$ cat config.mk
export PLATFORM = sky130hd
export DESIGN_NAME = pcie_status_monitor
export DESIGN_NICKNAME = d
export VERILOG_FILES = /design/src/pcie_link_pkg.sv /design/src/mon_regs_pkg.sv /design/src/fifo_rd_if.sv /design/src/error_classifier.sv /design/src/event_fifo.sv /design/src/link_change_detect.sv /design/src/pcie_status_monitor.sv /design/src/wb_monitor_regs.sv
export SDC_FILE = /design/constraint.sdc
export NUM_CORES = 1
export LEC_CHECK = 0
export BUFFER_PORTS_ARGS = -buffer_cell sky130_fd_sc_hd__clkbuf_2
export CORE_MARGIN = 3
export CORE_UTILIZATION = 60
export DETAILED_ROUTE_END_ITERATION = 10
export GPL_ROUTABILITY_DRIVEN = 0
export GPL_TIMING_DRIVEN = 0
export PLACE_DENSITY_LB_ADDON = 0.25
export SKIP_CTS_REPAIR_TIMING = 1
export SYNTH_ARGS = -nofsm -noshare
export SYNTH_HDL_FRONTEND = slang
export SYNTH_SLANG_ARGS = --single-unit
$ cat constraint.sdc
create_clock -name core_clk -period 4.1 [get_ports core_clk]
set_input_delay 0.615 -clock core_clk [delete_from_list [all_inputs] [get_ports core_clk]]
set_output_delay 0.615 -clock core_clk [all_outputs]
set_load 0.005 [all_outputs]
$ cat src/pcie_link_pkg.sv
package pcie_link_pkg;

    // ------------------------------------------------------------
    // LTSSM and power management encodings
    // ------------------------------------------------------------
    typedef enum logic [5:0] {
        LTSSM_DETECT    = 6'd0,
        LTSSM_POLLING   = 6'd1,
        LTSSM_CFG       = 6'd2,
        LTSSM_L0        = 6'd3,
        LTSSM_REC       = 6'd4,
        LTSSM_DISABLE   = 6'd5,
        LTSSM_LOOPBACK  = 6'd6,
        LTSSM_HOT_RESET = 6'd7,
        LTSSM_TX_L0S    = 6'd8,
        LTSSM_L1        = 6'd9,
        LTSSM_L2        = 6'd10
    } ltssm_state_t;

    // Never a legal state, so leaving reset always logs a change
    parameter logic [5:0] LTSSM_RESET_VAL = 6'd63;

    typedef enum logic [4:0] {
        PM_IDLE           = 5'd0,
        PM_L1_WAIT_IDLE   = 5'd1,
        PM_L1_WAIT_REPLAY = 5'd2,
        PM_L1_READY       = 5'd3,
        PM_L1_STOP_DLLP   = 5'd4,
        PM_L1             = 5'd5,
        PM_L1_1           = 5'd6,
        PM_L1_2_ENTRY     = 5'd7,
        PM_L1_2_IDLE      = 5'd8,
        PM_L1_2_EXIT      = 5'd9,
        PM_L1_EXIT        = 5'd10,
        PM_L2_WAIT_IDLE   = 5'd11,
        PM_L2_WAIT_REPLAY = 5'd12,
        PM_L23_READY      = 5'd13,
        PM_L2_STOP_DLLP   = 5'd14,
        PM_L2             = 5'd15,
        PM_L0S            = 5'd16
    } pm_state_t;

    parameter logic [4:0] PM_STATE_MAX = 5'd16;

    typedef enum logic [1:0] {
        SPEED_2G5 = 2'd0,
        SPEED_5G  = 2'd1,
        SPEED_8G  = 2'd2
    } link_speed_t;

    typedef struct packed {
        logic         pl_link_up;
        logic         dl_link_up;
        link_speed_t  link_speed;
        logic [5:0]   link_width;
        ltssm_state_t ltssm_state;
        pm_state_t    pm_state;
    } link_status_t;

endpackage

$ cat src/mon_regs_pkg.sv
package mon_regs_pkg;

    parameter int N_ERR = 16;
    parameter int WB_AW = 3;
    parameter int WB_DW = 32;

    typedef enum logic [1:0] {
        SEV_INFO    = 2'd0,
        SEV_WARNING = 2'd1,
        SEV_ERROR   = 2'd2
    } severity_t;

    // ------------------------------------------------------------
    // Base severity per error flag
    // ------------------------------------------------------------
    // 0..5   bad DLLP, bad TLP, replay timeout, replay rollover, NAK, phy error
    // 6..15  DL protocol, surprise down, poisoned TLP, FC protocol,
    //        completion timeout, completer abort, unexpected cpl,
    //        receiver overflow, ECRC, unsupported request
    parameter severity_t ERR_BASE_SEV [N_ERR] = '{
        SEV_WARNING, SEV_WARNING, SEV_WARNING, SEV_WARNING,
        SEV_WARNING, SEV_WARNING, SEV_ERROR,   SEV_ERROR,
        SEV_ERROR,   SEV_ERROR,   SEV_ERROR,   SEV_ERROR,
        SEV_ERROR,   SEV_ERROR,   SEV_ERROR,   SEV_ERROR
    };

    // Change mask follows link_status_t field order, pl_link_up in bit 5
    typedef struct packed {
        pcie_link_pkg::link_status_t status;
        logic [5:0]                  change;
        logic                        unknown_state;
    } link_event_t;

    typedef struct packed {
        severity_t        grade;
        logic [N_ERR-1:0] flags;
    } err_event_t;

    // Word addresses
    parameter logic [WB_AW-1:0] REG_STATUS   = 3'd0;
    parameter logic [WB_AW-1:0] REG_EXPECT   = 3'd1;
    parameter logic [WB_AW-1:0] REG_LINK_POP = 3'd2;
    parameter logic [WB_AW-1:0] REG_ERR_POP  = 3'd3;
    parameter logic [WB_AW-1:0] REG_CNT_INFO = 3'd4;
    parameter logic [WB_AW-1:0] REG_CNT_WARN = 3'd5;
    parameter logic [WB_AW-1:0] REG_CNT_ERR  = 3'd6;

endpackage

$ cat src/fifo_rd_if.sv
interface fifo_rd_if #(
    parameter type payload_t = logic,
    parameter int  DEPTH     = 8
);

    localparam int LW = $clog2(DEPTH + 1);

    logic          pop;
    logic          empty;
    payload_t      head;
    logic [LW-1:0] level;

    modport fifo (
        input  pop,
        output empty,
        output head,
        output level
    );

    modport reader (
        output pop,
        input  empty,
        input  head,
        input  level
    );

endinterface

$ cat src/error_classifier.sv
module error_classifier (
    input  logic                           core_clk,
    input  logic                           core_rst_n,
    input  logic [mon_regs_pkg::N_ERR-1:0] err_flags,
    input  logic [mon_regs_pkg::N_ERR-1:0] expect_mask,
    output logic                           push,
    output mon_regs_pkg::err_event_t       event_rec,
    output logic [15:0]                    cnt_info,
    output logic [15:0]                    cnt_warn,
    output logic [15:0]                    cnt_err
);

    mon_regs_pkg::severity_t grade;
    logic [15:0]             cnt [3];

    // Highest severity among the set flags, expected ones count as info
    always_comb
    begin
        grade = mon_regs_pkg::SEV_INFO;
        for (int i = 0; i < mon_regs_pkg::N_ERR; i++)
        begin
            if (err_flags[i] && !expect_mask[i] &&
                (mon_regs_pkg::ERR_BASE_SEV[i] > grade))
                grade = mon_regs_pkg::ERR_BASE_SEV[i];
        end
    end

    always_ff @(posedge core_clk or negedge core_rst_n)
    begin
        if (!core_rst_n)
            push <= 1'b0;
        else
            push <= |err_flags;
    end

    always_ff @(posedge core_clk)
    begin
        event_rec.grade <= grade;
        event_rec.flags <= err_flags;
    end

    // ------------------------------------------------------------
    // Saturating counters, one per grade
    // ------------------------------------------------------------
    always_ff @(posedge core_clk or negedge core_rst_n)
    begin
        if (!core_rst_n)
        begin
            for (int i = 0; i < 3; i++)
                cnt[i] <= 16'd0;
        end
        else if (push)
        begin
            for (int i = 0; i < 3; i++)
            begin
                if ((event_rec.grade == mon_regs_pkg::severity_t'(i)) && (cnt[i] != 16'hffff))
                    cnt[i] <= cnt[i] + 16'd1;
            end
        end
    end

    assign cnt_info = cnt[0];
    assign cnt_warn = cnt[1];
    assign cnt_err  = cnt[2];

endmodule

$ cat src/event_fifo.sv
module event_fifo #(
    parameter type payload_t = logic,
    parameter int  DEPTH     = 8
) (
    input  logic     core_clk,
    input  logic     core_rst_n,
    input  logic     push,
    input  payload_t data,
    output logic     overflow,
    fifo_rd_if.fifo  rd
);

    localparam int PW = (DEPTH > 1) ? $clog2(DEPTH) : 1;

    payload_t      mem [DEPTH];
    logic [PW-1:0] wr_ptr;
    logic [PW-1:0] rd_ptr;
    logic          full;
    logic          do_push;
    logic          do_pop;

    assign full     = (32'(rd.level) == DEPTH);
    assign do_push  = push && !full;
    assign do_pop   = rd.pop && !rd.empty;
    // No back-pressure, a record into a full FIFO is lost
    assign overflow = push && full;

    assign rd.empty = (rd.level == '0);
    assign rd.head  = mem[rd_ptr];

    always_ff @(posedge core_clk or negedge core_rst_n)
    begin
        if (!core_rst_n)
        begin
            wr_ptr   <= '0;
            rd_ptr   <= '0;
            rd.level <= '0;
        end
        else
        begin
            if (do_push)
                wr_ptr <= (32'(wr_ptr) == DEPTH - 1) ? '0 : wr_ptr + 1'b1;
            if (do_pop)
                rd_ptr <= (32'(rd_ptr) == DEPTH - 1) ? '0 : rd_ptr + 1'b1;
            case ({do_push, do_pop})
                2'b10:   rd.level <= rd.level + 1'b1;
                2'b01:   rd.level <= rd.level - 1'b1;
                default: rd.level <= rd.level;
            endcase
        end
    end

    always_ff @(posedge core_clk)
    begin
        if (do_push)
            mem[wr_ptr] <= data;
    end

endmodule

$ cat src/link_change_detect.sv
module link_change_detect (
    input  logic                        core_clk,
    input  logic                        core_rst_n,
    input  pcie_link_pkg::link_status_t status,
    output logic                        push,
    output mon_regs_pkg::link_event_t   event_rec
);

    pcie_link_pkg::link_status_t prev;
    logic [5:0]                  chg;
    logic                        unknown;

    // One bit per field
    assign chg = {
        status.pl_link_up  != prev.pl_link_up,
        status.dl_link_up  != prev.dl_link_up,
        status.link_speed  != prev.link_speed,
        status.link_width  != prev.link_width,
        status.ltssm_state != prev.ltssm_state,
        status.pm_state    != prev.pm_state
    };

    assign unknown = (status.ltssm_state > pcie_link_pkg::LTSSM_L2) ||
                     (status.pm_state > pcie_link_pkg::PM_STATE_MAX);

    always_ff @(posedge core_clk or negedge core_rst_n)
    begin
        if (!core_rst_n)
        begin
            prev <= '{
                pl_link_up:  1'b0,
                dl_link_up:  1'b0,
                link_speed:  pcie_link_pkg::SPEED_2G5,
                link_width:  6'd0,
                ltssm_state: pcie_link_pkg::ltssm_state_t'(pcie_link_pkg::LTSSM_RESET_VAL),
                pm_state:    pcie_link_pkg::PM_IDLE
            };
            push <= 1'b0;
        end
        else
        begin
            prev <= status;
            push <= |chg;
        end
    end

    // Record built from the same sample as the compare
    always_ff @(posedge core_clk)
    begin
        event_rec.status        <= status;
        event_rec.change        <= chg;
        event_rec.unknown_state <= unknown;
    end

endmodule

$ cat src/pcie_status_monitor.sv
module pcie_status_monitor #(
    parameter int LINK_FIFO_DEPTH = 8,
    parameter int ERR_FIFO_DEPTH  = 8
) (
    input  logic                           core_clk,
    input  logic                           core_rst_n,
    input  logic                           pl_link_up,
    input  logic                           dl_link_up,
    input  logic [1:0]                     link_speed,
    input  logic [5:0]                     link_width,
    input  logic [5:0]                     ltssm_state,
    input  logic [4:0]                     pm_state,
    input  logic [mon_regs_pkg::N_ERR-1:0] err_flags,
    input  logic                           wb_cyc,
    input  logic                           wb_stb,
    input  logic                           wb_we,
    input  logic [mon_regs_pkg::WB_AW-1:0] wb_adr,
    input  logic [mon_regs_pkg::WB_DW-1:0] wb_dat_w,
    output logic [mon_regs_pkg::WB_DW-1:0] wb_dat_r,
    output logic                           wb_ack
);

    pcie_link_pkg::link_status_t    status;
    mon_regs_pkg::link_event_t      link_rec;
    mon_regs_pkg::err_event_t       err_rec;
    logic                           link_push;
    logic                           err_push;
    logic                           link_ovf;
    logic                           err_ovf;
    logic [mon_regs_pkg::N_ERR-1:0] expect_mask;
    logic [15:0]                    cnt_info;
    logic [15:0]                    cnt_warn;
    logic [15:0]                    cnt_err;

    // Raw codes may lie outside the enums, the detector flags them
    assign status.pl_link_up  = pl_link_up;
    assign status.dl_link_up  = dl_link_up;
    assign status.link_speed  = pcie_link_pkg::link_speed_t'(link_speed);
    assign status.link_width  = link_width;
    assign status.ltssm_state = pcie_link_pkg::ltssm_state_t'(ltssm_state);
    assign status.pm_state    = pcie_link_pkg::pm_state_t'(pm_state);

    fifo_rd_if #(.payload_t(mon_regs_pkg::link_event_t), .DEPTH(LINK_FIFO_DEPTH)) link_rd ();
    fifo_rd_if #(.payload_t(mon_regs_pkg::err_event_t), .DEPTH(ERR_FIFO_DEPTH)) err_rd ();

    link_change_detect i_link_detect (
        .core_clk   (core_clk),
        .core_rst_n (core_rst_n),
        .status     (status),
        .push       (link_push),
        .event_rec  (link_rec)
    );

    error_classifier i_err_class (
        .core_clk    (core_clk),
        .core_rst_n  (core_rst_n),
        .err_flags   (err_flags),
        .expect_mask (expect_mask),
        .push        (err_push),
        .event_rec   (err_rec),
        .cnt_info    (cnt_info),
        .cnt_warn    (cnt_warn),
        .cnt_err     (cnt_err)
    );

    event_fifo #(.payload_t(mon_regs_pkg::link_event_t), .DEPTH(LINK_FIFO_DEPTH)) i_link_fifo (
        .core_clk   (core_clk),
        .core_rst_n (core_rst_n),
        .push       (link_push),
        .data       (link_rec),
        .overflow   (link_ovf),
        .rd         (link_rd)
    );

    event_fifo #(.payload_t(mon_regs_pkg::err_event_t), .DEPTH(ERR_FIFO_DEPTH)) i_err_fifo (
        .core_clk   (core_clk),
        .core_rst_n (core_rst_n),
        .push       (err_push),
        .data       (err_rec),
        .overflow   (err_ovf),
        .rd         (err_rd)
    );

    wb_monitor_regs i_regs (
        .core_clk    (core_clk),
        .core_rst_n  (core_rst_n),
        .wb_cyc      (wb_cyc),
        .wb_stb      (wb_stb),
        .wb_we       (wb_we),
        .wb_adr      (wb_adr),
        .wb_dat_w    (wb_dat_w),
        .wb_dat_r    (wb_dat_r),
        .wb_ack      (wb_ack),
        .link_rd     (link_rd),
        .err_rd      (err_rd),
        .link_ovf    (link_ovf),
        .err_ovf     (err_ovf),
        .cnt_info    (cnt_info),
        .cnt_warn    (cnt_warn),
        .cnt_err     (cnt_err),
        .expect_mask (expect_mask)
    );

endmodule

$ cat src/wb_monitor_regs.sv
module wb_monitor_regs (
    input  logic                           core_clk,
    input  logic                           core_rst_n,
    input  logic                           wb_cyc,
    input  logic                           wb_stb,
    input  logic                           wb_we,
    input  logic [mon_regs_pkg::WB_AW-1:0] wb_adr,
    input  logic [mon_regs_pkg::WB_DW-1:0] wb_dat_w,
    output logic [mon_regs_pkg::WB_DW-1:0] wb_dat_r,
    output logic                           wb_ack,
    fifo_rd_if.reader                      link_rd,
    fifo_rd_if.reader                      err_rd,
    input  logic                           link_ovf,
    input  logic                           err_ovf,
    input  logic [15:0]                    cnt_info,
    input  logic [15:0]                    cnt_warn,
    input  logic [15:0]                    cnt_err,
    output logic [mon_regs_pkg::N_ERR-1:0] expect_mask
);

    logic                           req;
    logic                           wr_req;
    logic                           rd_req;
    logic                           link_ovf_sticky;
    logic                           err_ovf_sticky;
    logic [mon_regs_pkg::WB_DW-1:0] rd_data;

    // New cycle only while no ack is out
    assign req    = wb_cyc && wb_stb && !wb_ack;
    assign wr_req = req && wb_we;
    assign rd_req = req && !wb_we;

    // Pop at the edge that captures the head
    assign link_rd.pop = rd_req && (wb_adr == mon_regs_pkg::REG_LINK_POP) && !link_rd.empty;
    assign err_rd.pop  = rd_req && (wb_adr == mon_regs_pkg::REG_ERR_POP) && !err_rd.empty;

    // ------------------------------------------------------------
    // Read mux
    // ------------------------------------------------------------
    // Status: bit 0 link overflow, bit 1 error overflow,
    // link level from bit 8, error level from bit 16
    always_comb
    begin
        rd_data = '0;
        case (wb_adr)
            mon_regs_pkg::REG_STATUS:
            begin
                rd_data[0]                         = link_ovf_sticky;
                rd_data[1]                         = err_ovf_sticky;
                rd_data[8 +: $bits(link_rd.level)] = link_rd.level;
                rd_data[16 +: $bits(err_rd.level)] = err_rd.level;
            end
            mon_regs_pkg::REG_EXPECT:
                rd_data[mon_regs_pkg::N_ERR-1:0] = expect_mask;
            mon_regs_pkg::REG_LINK_POP:
            begin
                if (!link_rd.empty)
                begin
                    rd_data[$bits(link_rd.head)-1:0] = link_rd.head;
                    rd_data[mon_regs_pkg::WB_DW-1]   = 1'b1;
                end
            end
            mon_regs_pkg::REG_ERR_POP:
            begin
                if (!err_rd.empty)
                begin
                    rd_data[$bits(err_rd.head)-1:0] = err_rd.head;
                    rd_data[mon_regs_pkg::WB_DW-1]  = 1'b1;
                end
            end
            mon_regs_pkg::REG_CNT_INFO: rd_data[15:0] = cnt_info;
            mon_regs_pkg::REG_CNT_WARN: rd_data[15:0] = cnt_warn;
            mon_regs_pkg::REG_CNT_ERR:  rd_data[15:0] = cnt_err;
            default:                    rd_data       = '0;
        endcase
    end

    always_ff @(posedge core_clk or negedge core_rst_n)
    begin
        if (!core_rst_n)
        begin
            wb_ack          <= 1'b0;
            expect_mask     <= '0;
            link_ovf_sticky <= 1'b0;
            err_ovf_sticky  <= 1'b0;
        end
        else
        begin
            wb_ack <= req;
            if (wr_req && (wb_adr == mon_regs_pkg::REG_STATUS))
            begin
                link_ovf_sticky <= 1'b0;
                err_ovf_sticky  <= 1'b0;
            end
            // A new overflow beats a clear in the same cycle
            if (link_ovf)
                link_ovf_sticky <= 1'b1;
            if (err_ovf)
                err_ovf_sticky <= 1'b1;
            if (wr_req && (wb_adr == mon_regs_pkg::REG_EXPECT))
                expect_mask <= wb_dat_w[mon_regs_pkg::N_ERR-1:0];
        end
    end

    always_ff @(posedge core_clk)
    begin
        if (rd_req)
            wb_dat_r <= rd_data;
    end

endmodule
==> results.ini <==
[routing]
routed_wl_mm=51.02
viasPerCell=6.388
num_vias=12250
drc=0
final_antenna_net_count=0
first_pass_iters=5
wire_per_inst_um=26.60
drt-initial-drc-count=1081

[floorplan]
start_util_pct=61.36
row_count=69
die_x_um=197.4
ios=110
die_height_um=197.4
dieArea_um2=38970
core_um2=35830

[cts]
clk_path_buf_depth=3
cts_tree=built
cts_buffers=53
cts_root_buf=clkbuf_16
clkSinkCount=553
path_clk_slew_ps=60
htreeDepth=2
clk_latency_ps=580

[worst_setup_path]
critPathCaptureType=flip-flop
cp-start-kind=flip-flop
critPathArrivalTime_ps=3560
r2r_cells=10
path_class=flip-flop to flip-flop
worstPathMaxFanout=6
cp.required_ps=4590

[power]
swShare_pct=27.93
p_int_uw=11670
power_frac_seq_pct=48.5
power_frac_clock_pct=30.4
irDropWorstVdd_mv=0.4336
p_leak_uw=0.009179
switching_power_uw=4521
combPwrFrac_pct=21.1
total_power_uw=16190
powerDensity_nw_per_um2=640.6

[sta]
finalCritPeriodShare_pct=74.92
finClkSkew_ps=15.44
min_period_ps=3072
rsz0062_at_grt=false
final-max-slew-violation-count=0
relSlewSlack_pct=35.28
max_freq_ghz=0.3256
setup-violations-final=0
worst_pin_slew_ps=965.5
final_hold_viol_count=0
worst_slack_ps=1028

[yosys]
syn-instance-count=1243
async_reset_ff_share_pct=19.89
syn_area_um2=21980
ys_seq_elements=553
synth_area_per_cell_um2=17.69
ys_types=73
synth-seq-area-share_pct=70.97
synth_flop_cell=edfxtp_1
ys_warn_count=0
synth-edff-count=397

[placement]
dp_hpwl_mm=33.95
place_area_um2=23490
dpl_worst_slack_ps=840.5
post-place-cells=1818
port_buffers=89

[grt]
grt_usage_pct=26.66
grt_remaining_overflow=0
grt_max_degree=98
grt_pass1_wl_mm=76.65
first_global_vias=12230
antenna_found_initial=0

[finish]
antenna_cells=0
nFillCells=2165
nNetsFinal=1509
drive_above_1_share_pct=26.22
area_growth_pct=14.95
final_cells=1918
design_area_um2=25270

[job]
cap_violations=0

[min_path]
min_path_type=primary input to flip-flop
hold_depth=1

[outcome]
status=complete, no violations

-- final timing paths --
kind                                         startpoint                         end  slack (ps)
worst min register to register   i_link_detect.prev[19]  i_link_detect.event_rec[5]         470
worst min-delay path                     ltssm_state[4]       i_link_detect.prev[9]         160
min in group asynchronous                    core_rst_n      i_link_detect.prev[17]         440
max in group asynchronous                    core_rst_n       i_regs.expect_mask[0]        2920
worst max-delay path            i_link_fifo.rd.level[0]     i_link_fifo.rd.level[3]        1030
worst max register to register  i_link_fifo.rd.level[0]     i_link_fifo.rd.level[3]        1030
-- cell usage after synthesis (4+ instances only) --
library cell / count / area [µm²]
edfxtp_1: 397 / 11920
dfrtp_1: 104 / 2603
mux2i_1: 80 / 800.8
mux4_2: 77 / 1734
xor2_1: 54 / 473.0
dfxtp_1: 46 / 920.9
nor2_1: 42 / 157.7
nand2_1: 30 / 112.6
a22oi_1: 28 / 210.2
o211ai_1: 28 / 210.2
nor3_1: 23 / 115.1
inv_1: 22 / 82.58
nand3_1: 21 / 105.1
nand2b_1: 20 / 125.1
clkbuf_1: 19 / 71.32
ha_1: 17 / 212.7
buf_2: 16 / 80.08
xnor2_1: 16 / 140.1
mux2_2: 14 / 157.7
mux2_4: 13 / 195.2
buf_4: 11 / 82.58
nand4_1: 11 / 68.82
nor4_1: 9 / 56.30
o21ai_0: 9 / 45.04
o2bb2ai_1: 9 / 78.83
a21oi_1: 8 / 40.04
buf_6: 8 / 90.09
nor2b_1: 8 / 50.05
and3_1: 7 / 43.79
a211oi_1: 6 / 45.04
dfstp_2: 6 / 157.7
a2bb2oi_1: 5 / 43.79
a2111oi_2: 4 / 60.06
a22o_1: 4 / 35.03
nor4b_1: 4 / 35.03
o22ai_1: 4 / 25.02
or2_2: 4 / 25.02
-- per-layer routing --
layer  wire (µm)  track usage, %  share of wire [%]
met1       20330           37.93                 40
met2       24870           42.53                 49
met3        4420           5.577                8.7
met4        1395           8.078                2.7
met5           0               0                  0
-- power groups by stage --
stage / combinational [µW] / sequential, µW / clock [µW]
after floorplan: 2130 / 7750 / 0
after global placement: 2970 / 7920 / 0
after detailed placement: 3420 / 7920 / 0
after CTS: 3460 / 7840 / 4960
after global routing: 3660 / 7930 / 5190
final: 3420 / 7840 / 4920
-- stage by stage --
stage               utilization (%)  setup TNS, ps  hold WS [ps]
detailed placement            65.55              0         466.2
CTS                           70.50              0        -132.7
global placement              64.24         -77930         459.6
global route                  70.53              0         154.2
floorplan                         -              0         319.4
finish                        70.53              0         163.8
-- critical path, stage by stage (launching register included) --
cell	delay, ps
dfrtp_1	470
or3_1	440
o211ai_1	300
nand2b_1	360
inv_1	120
ha_1	260
ha_1	280
a21o_1	170
a21oi_1	190
mux2i_1	250
xnor2_1	140
-- layout by cell type (no fill, tap or decap), types with 21 or more instances in the layout --
| cell type | n |
|---|---|
| edfxtp_1 | 397 |
| dfrtp_1 | 104 |
| clkbuf_2 | 88 |
| mux2i_1 | 80 |
| mux4_2 | 77 |
| clkbuf_16 | 55 |
| xor2_1 | 54 |
| dfxtp_1 | 46 |
| clkbuf_1 | 33 |
| nor2_1 | 30 |
| nand2_1 | 30 |
| o211ai_1 | 28 |
| a22oi_1 | 28 |
| inv_1 | 22 |
| nand3_1 | 21 |
-- cells by family (layout without fill, tap and decap cells) --
logic type / Yosys count / after routing / synth area share (%)
flops: 553 / 553 / 70.97
simple gates: 212 / 212 / 5.612
mux: 184 / 184 / 13.14
compound gates: 125 / 125 / 4.354
buf+inv: 79 / 291 / 1.975
xor+xnor: 70 / 70 / 2.789
fa+ha+maj: 19 / 19 / 1.150
other cells: 1 / 3 / 0.01706
-- area by class of cell --
cell class	instances	area, µm²	area share (%)
multi-input cells	613	6043	23.91
clock inverters	24	262.8	1.040
inverters	22	82.58	0.3268
repair buffers	113	839.6	3.322
clock buffers	75	1511	5.981
flip-flops and latches	553	15600	61.74
plain buffers	57	351.6	1.391
well taps	461	576.8	2.283
-- flip-flops by register name, indices dropped and copies added (netlist names), 3 cells and up --
signal,count
i_link_fifo.mem,224
i_err_fifo.wr_ptr,3
i_err_class.cnt_info,16
i_link_fifo.wr_ptr,3
i_err_class.cnt_err,16
i_link_detect.prev,21
i_err_class.cnt_warn,16
i_link_fifo.rd_ptr,3
i_err_fifo.rd.level,4
i_err_fifo.mem,144
i_regs.wb_dat_r,29
i_link_fifo.rd.level,4
i_link_detect.event_rec,28
i_err_class.event_rec,18
i_err_fifo.rd_ptr,3
i_regs.expect_mask,16
Power figures use the tool's default switching activity.
